`src/common/decode_pkg.sv`:
```
/* Decode stage definitions
   Widths, instruction encodings, operation codes and the pipeline structs */
package decode_pkg;

    localparam int XLEN        = 32;
    localparam int NUM_WARPS   = 4;
    localparam int WID_BITS    = $clog2(NUM_WARPS);
    localparam int NUM_THREADS = 4;
    localparam int REG_BITS    = 5;
    localparam int OP_BITS     = 4;
    localparam int BUF_DEPTH   = 2;

    // Major opcodes, RV32 encodings plus the custom-0 slot
    typedef enum logic [6:0] {
        INST_L     = 7'b0000011,
        INST_EXT1  = 7'b0001011,
        INST_FENCE = 7'b0001111,
        INST_I     = 7'b0010011,
        INST_AUIPC = 7'b0010111,
        INST_S     = 7'b0100011,
        INST_R     = 7'b0110011,
        INST_LUI   = 7'b0110111,
        INST_B     = 7'b1100011,
        INST_JALR  = 7'b1100111,
        INST_JAL   = 7'b1101111,
        INST_SYS   = 7'b1110011
    } opcode_e;

    typedef enum logic [1:0] {
        EX_ALU,
        EX_LSU,
        EX_SFU
    } ex_type_e;

    typedef enum logic [1:0] {
        ALU_ARITH,
        ALU_BRANCH,
        ALU_MULDIV
    } alu_xtype_e;

    typedef enum logic [3:0] {
        ADD, SUB, SLL, SLT, SLTU, XOR, SRL, SRA, OR, AND, LUI, AUIPC
    } alu_op_e;

    // Branches, jumps and the trap/return group
    typedef enum logic [3:0] {
        BEQ, BNE, BLT, BGE, BLTU, BGEU, JAL, JALR, ECALL, EBREAK, URET, SRET, MRET
    } br_op_e;

    typedef enum logic [3:0] {
        MUL    = 4'd0,
        MULH   = 4'd1,
        MULHSU = 4'd2,
        MULHU  = 4'd3,
        DIV    = 4'd4,
        DIVU   = 4'd5,
        REM    = 4'd6,
        REMU   = 4'd7
    } m_op_e;

    typedef enum logic [3:0] {
        TMC, WSPAWN, SPLIT, JOIN, BAR, PRED, CSRRW, CSRRS, CSRRC
    } sfu_op_e;

    typedef struct packed {
        logic [WID_BITS-1:0]    wid;
        logic [NUM_THREADS-1:0] tmask;
        logic [XLEN-1:0]        pc;
        logic [XLEN-1:0]        instr;
    } fetch_t;

    typedef struct packed {
        alu_xtype_e      xtype;
        logic            use_pc;
        logic            use_imm;
        logic [XLEN-1:0] imm;
        logic [11:0]     csr_addr;
        logic            is_neg;   // Inverted predicate for SPLIT and PRED
    } op_args_t;

    typedef struct packed {
        logic [WID_BITS-1:0]    wid;
        logic [NUM_THREADS-1:0] tmask;
        logic [XLEN-1:0]        pc;
        ex_type_e               ex_type;
        logic [OP_BITS-1:0]     op_type;
        op_args_t               op_args;
        logic                   wb;
        logic [1:0]             used_rs;  // rs2, rs1
        logic [REG_BITS-1:0]    rd;
        logic [REG_BITS-1:0]    rs1;
        logic [REG_BITS-1:0]    rs2;
    } uop_t;

    typedef struct packed {
        logic                valid;
        logic [WID_BITS-1:0] wid;
        logic                unlock;
    } sched_t;

endpackage
```
`src/hdl/decode_stage.sv`:
```
/* Instruction decode stage
   Decoder followed by a two-entry micro-op buffer */
`timescale 1ns/1ns

module decode_stage (
    input  logic               clk,
    input  logic               arst_n,
    input  logic               fetch_valid,
    output logic               fetch_ready,
    input  decode_pkg::fetch_t fetch,
    output logic               uop_valid,
    input  logic               uop_ready,
    output decode_pkg::uop_t   uop,
    output decode_pkg::sched_t sched
);
    import decode_pkg::*;

    uop_t dec_uop;

    inst_decoder inst_decoder_i (
        .fetch       (fetch),
        .fetch_valid (fetch_valid),
        .buf_ready   (fetch_ready),
        .uop         (dec_uop),
        .sched       (sched)
    );

    decode_buffer decode_buffer_i (
        .clk       (clk),
        .arst_n    (arst_n),
        .in_valid  (fetch_valid),
        .in_ready  (fetch_ready),
        .in_uop    (dec_uop),
        .out_valid (uop_valid),
        .out_ready (uop_ready),
        .out_uop   (uop)
    );

endmodule

```
`src/hdl/decode_buffer.sv`:
```
/* Micro-op elastic buffer
   Small circular FIFO with valid/ready on both sides */
`timescale 1ns/1ns

module decode_buffer (
    input  logic             clk,
    input  logic             arst_n,
    input  logic             in_valid,
    output logic             in_ready,
    input  decode_pkg::uop_t in_uop,
    output logic             out_valid,
    input  logic             out_ready,
    output decode_pkg::uop_t out_uop
);
    import decode_pkg::*;

    uop_t mem [BUF_DEPTH];
    logic [$clog2(BUF_DEPTH)-1:0]   wr_ptr, rd_ptr;
    logic [$clog2(BUF_DEPTH+1)-1:0] count;

    wire push = in_valid && in_ready;
    wire pop  = out_valid && out_ready;

    assign in_ready  = (count != BUF_DEPTH);
    assign out_valid = (count != '0);
    assign out_uop   = mem[rd_ptr];  // Head entry

    always_ff @(posedge clk or negedge arst_n) begin
        if (!arst_n) begin
            wr_ptr <= '0;
            rd_ptr <= '0;
            count  <= '0;
        end else begin
            if (push)
                wr_ptr <= (wr_ptr == BUF_DEPTH-1) ? '0 : wr_ptr + 1'b1;
            if (pop)
                rd_ptr <= (rd_ptr == BUF_DEPTH-1) ? '0 : rd_ptr + 1'b1;
            count <= count + {1'b0, push} - {1'b0, pop};
        end
    end

    always_ff @(posedge clk) begin
        if (push)
            mem[wr_ptr] <= in_uop;
    end

    count_bound: assert property (@(posedge clk) disable iff (!arst_n)
        count <= BUF_DEPTH);

    out_hold: assert property (@(posedge clk) disable iff (!arst_n)
        out_valid && !out_ready |=> out_valid && $stable(out_uop));

endmodule

```
`src/decoder/inst_decoder.sv`:
```
/* Instruction decoder
   Turns a fetched word into a typed micro-op and notifies the warp scheduler */
`timescale 1ns/1ns

module inst_decoder (
    input  decode_pkg::fetch_t fetch,
    input  logic               fetch_valid,
    input  logic               buf_ready,
    output decode_pkg::uop_t   uop,
    output decode_pkg::sched_t sched
);
    import decode_pkg::*;

    logic [XLEN-1:0] i_imm, s_imm, b_imm, u_imm, j_imm;
    alu_op_e  alu_op;
    br_op_e   br_op;
    br_op_e   sys_op;
    m_op_e    m_op;
    sfu_op_e  csr_op;

    ex_type_e           ex_type;
    logic [OP_BITS-1:0] op_type;
    op_args_t           op_args;
    logic use_rd, use_rs1, use_rs2;
    logic is_wstall;
    logic known;

    wire [XLEN-1:0]     instr  = fetch.instr;
    wire [6:0]          opcode = instr[6:0];
    wire [2:0]          funct3 = instr[14:12];
    wire [6:0]          funct7 = instr[31:25];
    wire [REG_BITS-1:0] rd     = instr[11:7];
    wire [REG_BITS-1:0] rs1    = instr[19:15];
    wire [REG_BITS-1:0] rs2    = instr[24:20];

    imm_gen imm_gen_i (
        .instr (instr),
        .i_imm (i_imm),
        .s_imm (s_imm),
        .b_imm (b_imm),
        .u_imm (u_imm),
        .j_imm (j_imm)
    );

    op_type_decode op_type_decode_i (
        .instr  (instr),
        .alu_op (alu_op),
        .br_op  (br_op),
        .sys_op (sys_op),
        .m_op   (m_op),
        .csr_op (csr_op)
    );

    always_comb begin
        ex_type   = EX_ALU;
        op_type   = '0;
        op_args   = '0;
        use_rd    = 1'b0;
        use_rs1   = 1'b0;
        use_rs2   = 1'b0;
        is_wstall = 1'b0;
        known     = 1'b1;

        case (opcode)
            INST_I: begin
                op_type = alu_op;
                op_args.use_imm = 1'b1;
                op_args.imm = i_imm;
                {use_rd, use_rs1} = 2'b11;
            end
            INST_R: begin
                if (funct7 == 7'h01) begin
                    op_type = m_op;
                    op_args.xtype = ALU_MULDIV;
                end else begin
                    op_type = alu_op;
                end
                {use_rd, use_rs1, use_rs2} = 3'b111;
            end
            INST_LUI, INST_AUIPC: begin
                op_type = (opcode == INST_LUI) ? LUI : AUIPC;
                op_args.use_pc  = (opcode == INST_AUIPC);
                op_args.use_imm = 1'b1;
                op_args.imm = u_imm;
                use_rd = 1'b1;
            end
            INST_JAL: begin
                op_type = JAL;
                op_args.xtype  = ALU_BRANCH;
                op_args.use_pc = 1'b1;
                op_args.imm = j_imm;
                is_wstall = 1'b1;
                use_rd = 1'b1;
            end
            INST_JALR: begin
                op_type = JALR;
                op_args.xtype = ALU_BRANCH;
                op_args.imm = i_imm;
                is_wstall = 1'b1;
                {use_rd, use_rs1} = 2'b11;
            end
            INST_B: begin
                op_type = br_op;
                op_args.xtype  = ALU_BRANCH;
                op_args.use_pc = 1'b1;
                op_args.imm = b_imm;
                is_wstall = 1'b1;
                {use_rs1, use_rs2} = 2'b11;
            end
            INST_L: begin
                ex_type = EX_LSU;
                op_type = {1'b0, funct3};
                op_args.imm = i_imm;
                {use_rd, use_rs1} = 2'b11;
            end
            INST_S: begin
                ex_type = EX_LSU;
                op_type = {1'b1, funct3};
                op_args.imm = s_imm;
                {use_rs1, use_rs2} = 2'b11;
            end
            INST_FENCE: begin
                ex_type = EX_LSU;
                op_type = OP_BITS'(8);
            end
            INST_SYS: begin
                use_rd = 1'b1;
                if (funct3[1:0] != 2'b00) begin
                    ex_type = EX_SFU;
                    op_type = csr_op;
                    op_args.csr_addr = instr[31:20];
                    op_args.use_imm  = funct3[2];
                    if (funct3[2])
                        op_args.imm = XLEN'(rs1);  // Immediate CSR forms carry uimm in rs1
                    else
                        use_rs1 = 1'b1;
                end else begin
                    op_type = sys_op;
                    op_args.xtype  = ALU_BRANCH;
                    op_args.use_pc = 1'b1;
                    op_args.imm = XLEN'(4);
                    is_wstall = 1'b1;
                end
            end
            INST_EXT1: begin
                ex_type   = EX_SFU;
                is_wstall = 1'b1;
                use_rs1   = 1'b1;
                case (funct3)
                    3'h0: op_type = TMC;
                    3'h1: begin
                        op_type = WSPAWN;
                        use_rs2 = 1'b1;
                    end
                    3'h2: begin
                        op_type = SPLIT;
                        op_args.is_neg = rs2[0];
                        use_rd = 1'b1;
                    end
                    3'h3: op_type = JOIN;
                    3'h4: begin
                        op_type = BAR;
                        use_rs2 = 1'b1;
                    end
                    3'h5: begin
                        op_type = PRED;
                        op_args.is_neg = rd[0];
                        use_rs2 = 1'b1;
                    end
                    default: known = 1'b0;
                endcase
                if (funct7 != 7'h00)
                    known = 1'b0;
                if (!known) begin
                    is_wstall = 1'b0;  // Unknown words never hold the warp
                end
            end
            default: known = 1'b0;
        endcase
    end

    always_comb begin
        uop = '0;
        if (known) begin
            uop.wid     = fetch.wid;
            uop.tmask   = fetch.tmask;
            uop.pc      = fetch.pc;
            uop.ex_type = ex_type;
            uop.op_type = op_type;
            uop.op_args = op_args;
            uop.wb      = use_rd && (rd != '0);  // x0 writes are dropped
            uop.used_rs = {use_rs2, use_rs1};
            uop.rd      = use_rd  ? rd  : '0;
            uop.rs1     = use_rs1 ? rs1 : '0;
            uop.rs2     = use_rs2 ? rs2 : '0;
        end
    end

    assign sched.valid  = fetch_valid && buf_ready;
    assign sched.wid    = fetch.wid;
    assign sched.unlock = ~is_wstall;

    always_comb begin
        wb_not_x0: assert final (!(uop.wb && (uop.rd == '0)));
    end

endmodule

```
`src/decoder/op_type_decode.sv`:
```
/* Operation field decoder
   Maps funct3, funct7 and the system field to ALU, branch, system, M and CSR codes */
`timescale 1ns/1ns

module op_type_decode (
    input  logic [decode_pkg::XLEN-1:0] instr,
    output decode_pkg::alu_op_e         alu_op,
    output decode_pkg::br_op_e          br_op,
    output decode_pkg::br_op_e          sys_op,
    output decode_pkg::m_op_e           m_op,
    output decode_pkg::sfu_op_e         csr_op
);
    import decode_pkg::*;

    wire [2:0]  funct3  = instr[14:12];
    wire        f7_bit5 = instr[30];
    wire        is_reg  = instr[5];   // Register form, not immediate
    wire [11:0] sys_fld = instr[31:20];

    always_comb begin
        case (funct3)
            3'h0:    alu_op = (is_reg && f7_bit5) ? SUB : ADD;
            3'h1:    alu_op = SLL;
            3'h2:    alu_op = SLT;
            3'h3:    alu_op = SLTU;
            3'h4:    alu_op = XOR;
            3'h5:    alu_op = f7_bit5 ? SRA : SRL;
            3'h6:    alu_op = OR;
            default: alu_op = AND;
        endcase
    end

    always_comb begin
        case (funct3)
            3'h1:    br_op = BNE;
            3'h4:    br_op = BLT;
            3'h5:    br_op = BGE;
            3'h6:    br_op = BLTU;
            3'h7:    br_op = BGEU;
            default: br_op = BEQ;
        endcase
    end

    always_comb begin
        case (sys_fld)
            12'h001: sys_op = EBREAK;
            12'h002: sys_op = URET;
            12'h102: sys_op = SRET;
            12'h302: sys_op = MRET;
            default: sys_op = ECALL;
        endcase
    end

    assign m_op = m_op_e'(funct3);  // M ops follow funct3 directly

    always_comb begin
        case (funct3[1:0])
            2'd2:    csr_op = CSRRS;
            2'd3:    csr_op = CSRRC;
            default: csr_op = CSRRW;
        endcase
    end

endmodule

```
`src/decoder/imm_gen.sv`:
```
/* Immediate generator
   Builds the sign-extended I, S, B, U and J immediates of an instruction */
`timescale 1ns/1ns

module imm_gen (
    input  logic [decode_pkg::XLEN-1:0] instr,
    output logic [decode_pkg::XLEN-1:0] i_imm,
    output logic [decode_pkg::XLEN-1:0] s_imm,
    output logic [decode_pkg::XLEN-1:0] b_imm,
    output logic [decode_pkg::XLEN-1:0] u_imm,
    output logic [decode_pkg::XLEN-1:0] j_imm
);
    import decode_pkg::*;

    // SLLI, SRLI, SRAI carry a plain shift amount
    wire is_shift = (instr[6:0] == INST_I) && (instr[13:12] == 2'b01);

    assign i_imm = is_shift ? XLEN'(instr[24:20])
                            : {{(XLEN-12){instr[31]}}, instr[31:20]};
    assign s_imm = {{(XLEN-12){instr[31]}}, instr[31:25], instr[11:7]};
    assign b_imm = {{(XLEN-13){instr[31]}}, instr[31], instr[7], instr[30:25],
                    instr[11:8], 1'b0};
    assign u_imm = {instr[31:12], 12'b0};
    assign j_imm = {{(XLEN-21){instr[31]}}, instr[31], instr[19:12], instr[20],
                    instr[30:21], 1'b0};

    always_comb begin
        u_low_zero: assert final (u_imm[11:0] == '0);
    end

endmodule

```
`config.mk`:
```
export PLATFORM = sky130hd
export DESIGN_NAME = decode_stage
export DESIGN_NICKNAME = d
export VERILOG_FILES = /design/src/common/decode_pkg.sv /design/src/hdl/decode_stage.sv /design/src/hdl/decode_buffer.sv /design/src/decoder/inst_decoder.sv /design/src/decoder/op_type_decode.sv /design/src/decoder/imm_gen.sv
export SDC_FILE = /design/constraint.sdc
export NUM_CORES = 1
export LEC_CHECK = 0
export ABC_AREA = 1
export BUFFER_PORTS_ARGS = -buffer_cell sky130_fd_sc_hd__buf_2
export CORE_ASPECT_RATIO = 1.5
export CORE_UTILIZATION = 34
export DETAILED_ROUTE_END_ITERATION = 10
export PLACE_DENSITY = 0.54
export SLEW_MARGIN = 20
export SYNTH_ARGS = -nofsm -noshare
export SYNTH_HDL_FRONTEND = slang
export SYNTH_SLANG_ARGS = --single-unit
export TNS_END_PERCENT = 5
```
`constraint.sdc`:
```
create_clock -name clk -period 6.1 [get_ports clk]
set_input_delay 1.22 -clock clk [delete_from_list [all_inputs] [get_ports clk]]
set_output_delay 1.22 -clock clk [all_outputs]
set_load 0.02 [all_outputs]
```
# Word-level counts from Yosys, hierarchy flattened

Memories as Yosys holds them, arrays and structs flattened.
Index checks and enable logic that the tools add are counted.

Add/subtract/negate cells: 4
Eq/ne operators: 28
Multiplexer cells: 49
Bitwise operators: 1
Reductions and logical operators: 22

Operator list:

| operator                                                          | count |
|---|---|
| 32-bit case mux with 6 select lines                               | 1 |
| 111-bit two-way mux                                               | 1 |
| 4-bit case mux with 11 select lines                               | 1 |
| 32-bit two-way mux                                                | 1 |
| 3-bit case mux with 5 select lines                                | 2 |
| 7-bit == test, second input constant                              | 4 |
| 4-bit case mux with 7 select lines                                | 1 |
| 5-bit two-way mux                                                 | 5 |
| 12-bit two-way mux                                                | 2 |
| 7-bit by 6-bit == test with 1-bit output, second input constant   | 3 |
| 1-bit two-way mux                                                 | 18 |
| 3-bit OR reduction                                                | 6 |
| 7-bit by 4-bit == test with 1-bit output, second input constant   | 2 |
| 7-bit by 5-bit == test with 1-bit output, second input constant   | 2 |
| 12-bit by 1-bit == test with 1-bit output, second input constant  | 1 |
| 12-bit by 10-bit == test with 1-bit output, second input constant | 1 |
| 12-bit by 2-bit == test with 1-bit output, second input constant  | 1 |
| 12-bit by 9-bit == test with 1-bit output, second input constant  | 1 |
| 3-bit == test, second input constant                              | 4 |
| 1-bit case mux with 2 select lines                                | 6 |
| 2-bit case mux with 3 select lines                                | 2 |
| 3-bit case mux with 4 select lines                                | 1 |
| 11-bit OR reduction                                               | 1 |
| 4-bit two-way mux                                                 | 2 |
| other kinds (23)                                                  | 35 |

Register bits after elaboration: 4
Memory bits (writable): 222
Bits of input ports: 74
Output and inout bits: 117
Memories: 1

Memory list:

| name                | words | width | read ports | clocked after Yosys merged registers in | wr ports | RTL line            | text |
|---|---|---|---|---|---|---|---|
| decode_buffer_i.mem | 2     | 111   | 1          | 0                                       | 1        | decode_buffer.sv:17 | `uop_t mem [BUF_DEPTH];` |

# Logic depth before layout (Yosys ltp)

Gate-level depths: netlist (run 1).

Depth after elaboration: 8
Mapped depth: 11
Mapped depth without buffers: 11

# By module

A second synthesis (run 1) with hierarchy kept.

Cell total of the unflattened synthesis: 1427
Area total of the unflattened synthesis: 12410.7 um^2

Modules (own cells, without submodules):

| module         | instances | cells each | area an instance (um^2) | seq. area each (um^2) |
|---|---|---|---|---|
| decode_buffer  | 1         | 611        | 8281.7                  | 6766.5 |
| inst_decoder   | 1         | 577        | 2595.0                  | 0.0 |
| imm_gen        | 1         | 177        | 1258.7                  | 0.0 |
| op_type_decode | 1         | 62         | 275.3                   | 0.0 |

# Worst setup path before layout (run 1)

OpenSTA, ideal clock, no wires.

Path type: input port to flip-flop
Start: input fetch_valid
End: memory decode_buffer_i.mem[1][0] in the netlist's numbering, enable pin
Data arrival time: 5.953 ns
Setup slack: -0.437 ns
Stages: 2
Cell sequence: nand2_1 nor2_1

Cells in the longest elaborated chain, start to end: 3

RTL lines:

| what                                    | RTL line            | text |
|---|---|---|
| start: declaration                      | decode_stage.sv:8   | `input logic fetch_valid,` |
| 1-bit logical AND                       | decode_buffer.sv:21 | `wire push = in_valid && in_ready;` |
| 1-bit two-way mux                       | decode_buffer.sv:43 | `if (push)` |
| 1-bit two-way mux (implied by the code) | decode_buffer.sv:44 | `mem[wr_ptr] <= in_uop;` |
| end: declaration                        | decode_buffer.sv:17 |  |

Every way passes these cells.

==> metrics.md, run 1 <==
| Metric | Value |
|---|---|
| Wire per inst | 17.0 um |
| Synth Net Count | 1096 |
| Full die area | 30500 sq um |
| Final GP Congestion | ~0.90 |
| Setup Total Neg Slack | 0 ns |
| Largest net degree at the start of global routing | between 100 and 150 |
| Dpl cell area | roughly 11000 sq um |
| Tot Pwr | 5.53 mW |
| DR vias | 7350 |
| Dpl ws | roughly 2.0 ns |
| Setup repair after global routing missed its margin | no |
| DP HPWL | around 19 mm |
| Cell Pwr Density | ~450 nW/um^2 |
| Initial DRC count | between 400 and 500 |
| CP startpoint kind | input port |
| Synthesized area | 10100 sq um |
| Worst Skew | roughly 0.013 ns |
| Met1 usage | between 20% and 30% |
| DRT antenna net count | 0 |
| Highest Clock Rate | roughly 0.24 GHz |
| Fin nets | ~1300 |
| GRT met3 Usage | under 10% |
| Synth cell types | 32 |
| VDD IR max | between 0.2 and 0.3 mV |
| Layout overhead on the synthesized area | 20.2% |
| Core area | 29400 sq um |
| Reg2reg path depth | 5 |
| Commonest non-fill, non-tap cell in the layout | nand2_1 |
| DRC Markers | 0 |
| Crit path required time | about 4.9 ns |
| Synth Area per Inst | 9.97 sq um |
| Num ports | between 150 and 200 |
| Cts bufs inserted | 23 |
| Slew margin rel. | between 20% and 30% |
| CTS root buf | clkbuf_16 |
| Fin Hold WS | between 0.4 and 0.5 ns |
| Crit path max-delay cell type | nor2_2 |
| Vias in the first global route | 7201 |
| TritonRoute pass-1 iters | 6 |
| CTS tree | built |
| First-pass GRT wire length | between 40 and 50 mm |
| Hold buffers post-CTS | 0 |
| Most frequent cells in the layout | nand2_1 (441), edfxtp_1 (222), buf_2 (190) |
| Worst path max stage delay | 0.58 ns |
| Async S/R FF share, synth | 1.77% |
| Clock-pin slew on the worst setup and hold paths | approximately 0.060 ns |
| Buf/Inv on CP | 2 |
| Maxcap violations | 0 |
| Fin cells | around 1600 |
| CTS H-tree depth | 1 |
| Setup violators final | 0 |
| Critical path class | in2out |
| Clk sinks | approximately 230 |
| Part of the cycle the worst path needs | approximately two thirds |
| Postcts setup bufs | 0 |
| Crit. End Element | output pin |
| Post-route setup slack | ~2.0 ns |
| Worst-margin pin slew | approximately 1.1 ns |
| # diodes | 0 |
| Rows | 77 |
| EDFF count, synth | roughly 220 |
| CP cell instances | buf_2 > nand2_1 > nor2_2 > nand3_1 > nand2_1 > a31oi_1 > buf_2 |
| PortBufs | 190 |
| Critical R2R Launch | decode_buffer_i.count[1] |
| DR vias/cell | about 4.6 |
| Worst hold path type | in2async |
| Leakage power | 5.57 nW |
| Status | complete, no violations |
| R2R Setup Slk | between 3 and 4 ns |
| Grt met2 use | 33.4% |
| Synth Warn # | 0 |
| Post-CTS Resized | 0 |
| Placed instance count | about 1600 |
| RR Endpoint | decode_buffer_i.mem[1][78] |
| WP data arrival | 2.90 ns |
| Total GRT Usage | 18.1% |
| Later-pin clock latency in the skew report | 0.52 ns |
| CTS Buffer Depth | 3 |
| Gr ovfl total | 0 |
| Final Max Slew Viols | 0 |
| Starting density of the core | between 30% and 40% |
| #FFs+latches synth | 226 |
| Top FF cell, synth | edfxtp_1 |
| Sequential cell area fraction in the yosys report | about 67% |
| Tmin final | 4.12 ns |
| Crit-path leading delay family | simple AND/OR/NAND/NOR gates |
| Die span in y | approximately 210 um |
| Drt total wl | 27.4 mm |
| Hold Vio Cnt, Final | 0 |
| Final instance area | roughly 12000 sq um |
| Syn Inst Count | just over 1000 |
| Initial antenna violation count | 0 |
| Layout cell share with drive strength beyond 1 | 21.6% |
| Core Util, Final | roughly 41% |
| Busiest grt layer | met2 |
| Die width | approximately 140 um |
| Crit Path Max Fanout | 11 |
state kept, by name (all words and copies together) (netlist names):
register / cells
decode_buffer_i.wr_ptr: 1
decode_buffer_i.mem: 222
decode_buffer_i.rd_ptr: 1
decode_buffer_i.count: 2
cells by family (layout without fill, tap and decap cells):
family                     Yosys count  count (layout)  share of synthesized area, %
DFF                                226             226                          66.8
xor gates and xnor gates             3               3                         0.260
adders and majority gates            6               6                         0.741
buffers and inverters              138             340                          5.78
and+or+nand+nor                    609             609                          24.2
AOI/OAI and AO/OA                   34              34                          2.14
where the power goes:
| group | total [mW] | internal (mW) | leakage (nW) | switching, mW |
|---|---|---|---|---|
| Sequential | 2.23 | 2.11 | 2.18 | 0.120 |
| Combinational | 1.93 | 0.506 | 3.04 | 1.43 |
| Clock | 1.37 | 0.785 | 0.350 | 0.581 |
per-layer routing:
| metal | vias up | share of wire, % |
|---|---|---|
| met4 | 0 | 3.7 |
| met3 | 44 | 4.7 |
| li1 | 3659 | - |
| met1 | 3450 | 39 |
| met2 | 197 | 53 |
| met5 | - | 0 |
Yosys cell counts (2+ instances only):
| cell | number | area [sq um] |
|---|---|---|
| o21ai_0 | 13 | 65.1 |
| nand2_4 | 2 | 22.5 |
| nor2_2 | 13 | 81.3 |
| nand3_1 | 32 | 160 |
| o211ai_1 | 11 | 82.6 |
| buf_4 | 4 | 30.0 |
| nand4_1 | 7 | 43.8 |
| clkbuf_1 | 21 | 78.8 |
| dfrtp_1 | 4 | 100 |
| ha_1 | 6 | 75.1 |
| nand2_1 | 441 | 1660 |
| a21oi_1 | 3 | 15.0 |
| inv_2 | 5 | 18.8 |
| buf_1 | 6 | 22.5 |
| nor3_1 | 6 | 30.0 |
| a31oi_1 | 2 | 12.5 |
| xnor2_1 | 2 | 17.5 |
| edfxtp_1 | 222 | 6670 |
| inv_1 | 94 | 353 |
| nand3_2 | 2 | 20.0 |
| buf_6 | 7 | 78.8 |
| nor2_4 | 2 | 22.5 |
| o221ai_1 | 2 | 17.5 |
| nor2_1 | 98 | 368 |
| nand2_2 | 4 | 25.0 |
layout make-up:
type / count / area, sq um
Timing Repair Buffer: 198 / 1020
Multi-Input combinational cell: 652 / 2790
Tap cell: 395 / 494
Clock buffer: 31 / 606
Inverter: 100 / 377
Clock inverter: 11 / 113
Fill cell: 2921 / 17200
Sequential cell: 226 / 6770
worst register-to-register path, stage by stage, from the launching register on:
cell	delay, ns
dfrtp_1	0.40
nand2_1	0.09
nand2_1	0.15
nor2_4	0.12
buf_4	0.49
buf_4	0.60
how the worst max path moves through the flow:
stage	from	to	slack, ns	cells past startpoint
floorplan	fetch_valid	decode_buffer_i.mem[0][0]	-0.42	2
CTS	decode_buffer_i.rd_ptr	uop[65]	1.94	5
global placement	fetch[1]	sched[0]	2.03	7
global route	fetch[1]	sched[0]	1.84	7
finish	fetch[1]	sched[0]	1.98	7
detailed placement	fetch[1]	sched[0]	2.01	7
(Power assumes the default switching activity.)
==> inputs of run 2 (changes only) <==
Clock period 6.1 ns to 3.74 ns, I/O delays scaled along.
==> run 2 against run 1 <==
Sequential power up 62%. Cell count up 0.12%. Core utilization up 0.40 points. Total power up 67%. First-iteration DRC count down 3.2%. Routed wire length down 1.9%. Count of clock-buffer cells in the layout down 5. Clock power up 76%. Setup slack worse by 1.4 ns. Clock skew down 0.0036 ns. Sequential cell count unchanged. Design area up 0.98%. Critical path type unchanged. Critical endpoint unchanged. Largest power group unchanged.
==> metrics.md, run 2 (synthesis gave the netlist of run 1 again) <==
| Metric | Value |
|---|---|
| Hold buffers post-CTS | 0 |
| Final Max Slew Viols | 0 |
| DR vias | about 7300 |
| PortBufs | 190 |
| Final GP Congestion | ~0.91 |
| Hold Vio Cnt, Final | 0 |
| Setup violators final | 0 |
| Layout cell share with drive strength beyond 1 | between 20% and 30% |
| Post-route setup slack | 0.610 ns |
| Registers with the most flip-flops | decode_buffer_i.mem x222, decode_buffer_i.count x2 |
| Critical path class | in2out |
| CTS root buf | clkbuf_16 |
| Fin Hold WS | between 0.02 and 0.025 ns |
| Clock-pin slew on the worst setup and hold paths | ~0.060 ns |
| Gr ovfl total | 0 |
| DP HPWL | between 15 and 20 mm |
| Crit. End Element | output pin |
| TritonRoute pass-1 iters | 5 |
| Full die area | 30500 sq um |
| Initial DRC count | roughly 420 |
| Reg2reg path depth | 4 |
| Layout overhead on the synthesized area | 21.4% |
| Core area | just under 30000 sq um |
| Switching Fraction | between 30% and 40% |
| Cell Pwr Density | between 700 and 800 nW/um^2 |
| Initial antenna violation count | 3 |
| CTS tree | built |
| Part of the cycle the worst path needs | 83.7% |
| Worst hold path type | in2async |
| Largest net degree at the start of global routing | about 110 |
| Most frequent cells in the layout | nand2_1 (441), edfxtp_1 (222), buf_2 (190) |
| Clock Power Share | 26.1% |
| Cts bufs inserted | 24 |
| Total GRT Usage | 17.6% |
| Wire per inst | ~17 um |
| Num ports | 191 |
| Tmin final | roughly 3.1 ns |
| Flop pwr share | between 30% and 40% |
| Die width | 143 um |
| Status | complete, no violations |
| Vias in the first global route | 7283 |
| Fin nets | 1281 |
| CTS Buffer Depth | 3 |
| WP data arrival | about 2.4 ns |
| Clk sinks | approximately 230 |
| Maxcap violations | 0 |
| First-pass GRT wire length | around 40 mm |
| Crit path required time | 2.99 ns |
| DRT antenna net count | 0 |
| CP startpoint kind | input port |
| Setup Total Neg Slack | 0 ns |
| Worst Skew | about 0.0097 ns |
| Sw Pwr | around 3.5 mW |
| Post-CTS Resized | 0 |
| DR vias/cell | 4.54 |
| Dpl cell area | around 11000 sq um |
| Tot Pwr | a little over 9 mW |
| CTS H-tree depth | 1 |
| Setup repair after global routing missed its margin | no |
| Max reg flops | 222 |
| Starting density of the core | between 30 and 40% |
| Postcts setup bufs | 0 |
| Combinational share of power | a little over a third |
| Die span in y | between 200 and 250 um |
| Slew margin rel. | 45.7% |
| Final instance area | ~12000 sq um |
| Biggest register | decode_buffer_i.mem |
| Crit Path Max Fanout | 11 |
| Rows | just under 80 |
| VDD IR max | a little over 0.4 mV |
| P_int | between 5 and 6 mW |
| Commonest non-fill, non-tap cell in the layout | nand2_1 |
| Worst-margin pin slew | between 0.8 and 0.9 ns |
| Dpl ws | between 0.6 and 0.7 ns |
| Leakage power | 5.63 nW |
| Drt total wl | 26.9 mm |
| DRC Markers | 0 |
| Highest Clock Rate | 0.319 GHz |
| Later-pin clock latency in the skew report | about 0.52 ns |
## run 2: cell count changes in the layout (fill, tap and decap cells not counted), moves of 2 or more
cell and delta:
clkinv_4 -2, buf_4 -4, clkbuf_1 -7, buf_12 +3, inv_8 +2, clkinv_2 +5, clkbuf_16 +2
## run 2: stage by stage
step                std cells  util (%)
floorplan                1016         -
global placement         1570      39.1
detailed placement       1570      39.1
CTS                      1614      41.8
global route             1614      41.8
finish                   1615      41.8
## run 2: path summary, 6_finish.rpt
check,start,end,slack (ns)
hold / removal,arst_n,decode_buffer_i.wr_ptr,0.02
setup / recovery,fetch[1],sched[0],0.61
setup reg to reg,decode_buffer_i.count[1],decode_buffer_i.mem[1][72],1.98
hold reg to reg,decode_buffer_i.wr_ptr,decode_buffer_i.wr_ptr,0.58
max in group asynchronous,arst_n,decode_buffer_i.rd_ptr,3.58
min in group clk,uop_ready,decode_buffer_i.rd_ptr,0.51
## run 2: final cells by class
| type | count | area [sq um] |
|---|---|---|
| inverter | 100 | 377 |
| fill | 2925 | 17100 |
| timing repair buffer | 197 | 1050 |
| clock buffer | 26 | 629 |
| antenna | 1 | 2.50 |
| sequential | 226 | 6770 |
| multi-input combinational | 652 | 2790 |
| tap | 395 | 494 |
| clock inverter | 18 | 175 |
## run 2: power by group through the flow
stage	clock [mW]	combinational, mW	sequential [mW]
2_1_floorplan	0	2.06	3.64
3_3_place_gp	0	3.28	3.66
3_5_place_dp	0	3.29	3.68
4_1_cts	2.47	3.30	3.62
5_1_grt	2.57	3.54	3.67
6_report	2.41	3.20	3.62
## run 2: critical path: stages
cell and delay (ns):
buf_2 0.08, nand2_1 0.12, nor2_2 0.57, nand2_1 0.22, inv_1 0.18, nor2_1 0.08
nand2_1 0.11, a31oi_1 0.08, buf_2 0.19
## run 2: routing by layer
| layer | GRT usage, % | wire, um |
|---|---|---|
| met1 | 19.1 | 9900 |
| met2 | 33.5 | 14600 |
| met3 | 2.90 | 1450 |
| met4 | 7.23 | 872 |
| met5 | 0 | 30 |
==> inputs of run 3 (changes only) <==
Clock period 3.74 ns to 2.8 ns, I/O delays scaled along.
==> run 3 against run 2 <==
Count of clock-buffer cells in the layout is 4 higher. Clock power is 25% higher. Hold slack better by 0.32 ns. Design area is 0.93% higher. Non-clock buffer count is 17 higher. Sequential share of layout area is 0.51 points lower. Largest cell class unchanged. Largest power group unchanged. Highest routed layer unchanged.
==> metrics.md, run 3 (synthesis gave the netlist of run 1 again) <==
| Metric | Value |
|---|---|
| Post-route setup slack | around 0.3 ns |
| Initial DRC count | 324 |
| Later-pin clock latency in the skew report | 0.53 ns |
| Worst Skew | 0.00706 ns |
| Worst path max stage delay | roughly 0.22 ns |
| Max reg flops | approximately 220 |
| TritonRoute pass-1 iters | 4 |
| Fin Hold WS | ~0.34 ns |
| Crit path max-delay cell type | a31oi_1 |
| Hold Vio Cnt, Final | 0 |
| Wire per inst | 16.6 um |
| Layout cell share with drive strength beyond 1 | 22.6% |
| Die span in y | 213 um |
| Core Util, Final | a little over two fifths |
| Setup repair after global routing missed its margin | no |
| Fin nets | approximately 1300 |
| First-pass GRT wire length | 39.8 mm |
| Register Area | about 6800 sq um |
| Crit path required time | 2.24 ns |
| Core area | slightly below 30000 sq um |
| Dpl ws | around 0.31 ns |
| Clock-pin slew on the worst setup and hold paths | about 0.060 ns |
| Crit Path Max Fanout | 7 |
| Biggest register | decode_buffer_i.mem |
| DR vias | approximately 7400 |
| Maxcap violations | 0 |
| Rows | 77 |
| DR vias/cell | 4.54 |
| PortBufs | 190 |
| Part of the cycle the worst path needs | between 80 and 90% |
| Setup violators final | 0 |
| CP cell instances | buf_2 > nand2_1 > nor2_2 > nand2_1 > inv_1 > nor2_1 > nand2_1 > a31oi_1 > buf_2 |
| Fin cells | around 1600 |
| VDD IR max | about 0.63 mV |
| CP startpoint kind | input port |
| Tmin final | 2.50 ns |
| Worst hold path type | in2reg |
| DRC Markers | 0 |
| Most frequent cells in the layout | nand2_1 (439), edfxtp_1 (222), buf_2 (190) |
| CTS tree | built |
| Leakage power | about 5.7 nW |
| Slew margin rel. | 60.0% |
| DRT antenna net count | 0 |
| Layout overhead on the synthesized area | 22.5% |
| R2R Setup Slk | 1.09 ns |
| Fill cell count | 2862 |
| Highest Clock Rate | between 0.3 and 0.4 GHz |
| Worst path most repeated cell | nand2_1 |
| Largest net degree at the start of global routing | between 100 and 150 |
| DP HPWL | between 15 and 20 mm |
| Registers with the most flip-flops | decode_buffer_i.mem x222, decode_buffer_i.count x2 |
| Die width | around 140 um |
| WP data arrival | about 1.9 ns |
| Clk sinks | ~230 |
| Vias in the first global route | 7061 |
| CTS H-tree depth | 1 |
| Worst-margin pin slew | about 0.6 ns |
| CTS Buffer Depth | 3 |
| Cell Pwr Density | 986 nW/um^2 |
| Starting density of the core | around 34% |
| Cts bufs inserted | 24 |
| Multi-input combinational cell area | 2790 sq um |
| Final Max Slew Viols | 0 |
| Final GP Congestion | ~0.88 |
| Commonest non-fill, non-tap cell in the layout | nand2_1 |
| CTS root buf | clkbuf_16 |
| Critical path class | in2out |
| Full die area | between 30000 and 40000 sq um |
| Num ports | ~190 |
| Gr ovfl total | 0 |
| Total GRT Usage | 17.6% |
| Drt total wl | roughly 27 mm |
| Initial antenna violation count | 3 |
| Post-CTS Resized | 0 |
| Status | complete, no violations |
| Crit. End Element | output pin |
| Setup Total Neg Slack | 0 ns |
| Placed instance count | between 1500 and 2000 |
-- run 3: cell count changes in the layout (fill, tap and decap cells not counted), sizes merged --
cell,delta
clkbuf,+4
clkinv,-2
buf,+16
dlygate4sd3,+1
clkinvlp,-1
bufinv,-1
inv,-2
-- run 3: report_power, final --
| group | switching, mW | internal (mW) | total, mW |
|---|---|---|---|
| logic | 3.24 | 1.22 | 4.46 |
| registers | 0.165 | 4.59 | 4.75 |
| clock network | 1.22 | 1.80 | 3.02 |
-- run 3: layout make-up --
type,instances,share of cell area (%)
flip-flops and latches,226,54.6
multi-input cells,652,22.5
repair buffers,214,9.85
clock buffers,30,5.20
well taps,395,3.98
inverters,100,3.04
clock inverters,12,0.817
diodes,1,0.0202
-- run 3: per-layer routing --
layer	part of all wire, %	routed length [um]	global-route usage, %	vias to the layer above
li1	-	-	-	3692
met1	39	10500	19.6	3464
met2	54	14500	32.9	182
met3	4.4	1210	2.70	53
met4	3.2	877	7.45	4
met5	0.10	28	0	-
-- run 3: path summary, 6_finish.rpt --
| path | from | end | cells after the start |
|---|---|---|---|
| max reg2reg | decode_buffer_i.count[1] | decode_buffer_i.mem[0][70] | 4 |
| max | fetch[1] | sched[0] | 9 |
| min in group asynchronous | arst_n | decode_buffer_i.count[0] | 2 |
| min | uop_ready | decode_buffer_i.rd_ptr | 3 |
| max in group asynchronous | arst_n | decode_buffer_i.rd_ptr | 2 |
| min reg2reg | decode_buffer_i.wr_ptr | decode_buffer_i.wr_ptr | 2 |
-- run 3: metrics by stage --
| stage | power (mW) | instance area (sq um) |
|---|---|---|
| final | 12.2 | 12400 |
| after global routing | 13.0 | 12400 |
| after CTS | 12.5 | 12400 |
| after detailed placement | 9.41 | 11600 |
| after global placement | 9.38 | 11600 |
| after floorplan | 7.59 | 10100 |
-- run 3: what timing repair did --
action	CTS	global route
buffers inserted	0	0
endpoints found under the hold margin	4	0
hold buffers	1	0
-- run 3: critical path: cells and delay by family --
family,cells,cell delay (ns)
AOI/OAI and AO/OA,1,0.22
buffers and inverters,3,0.40
and+or+nand+nor,5,0.73
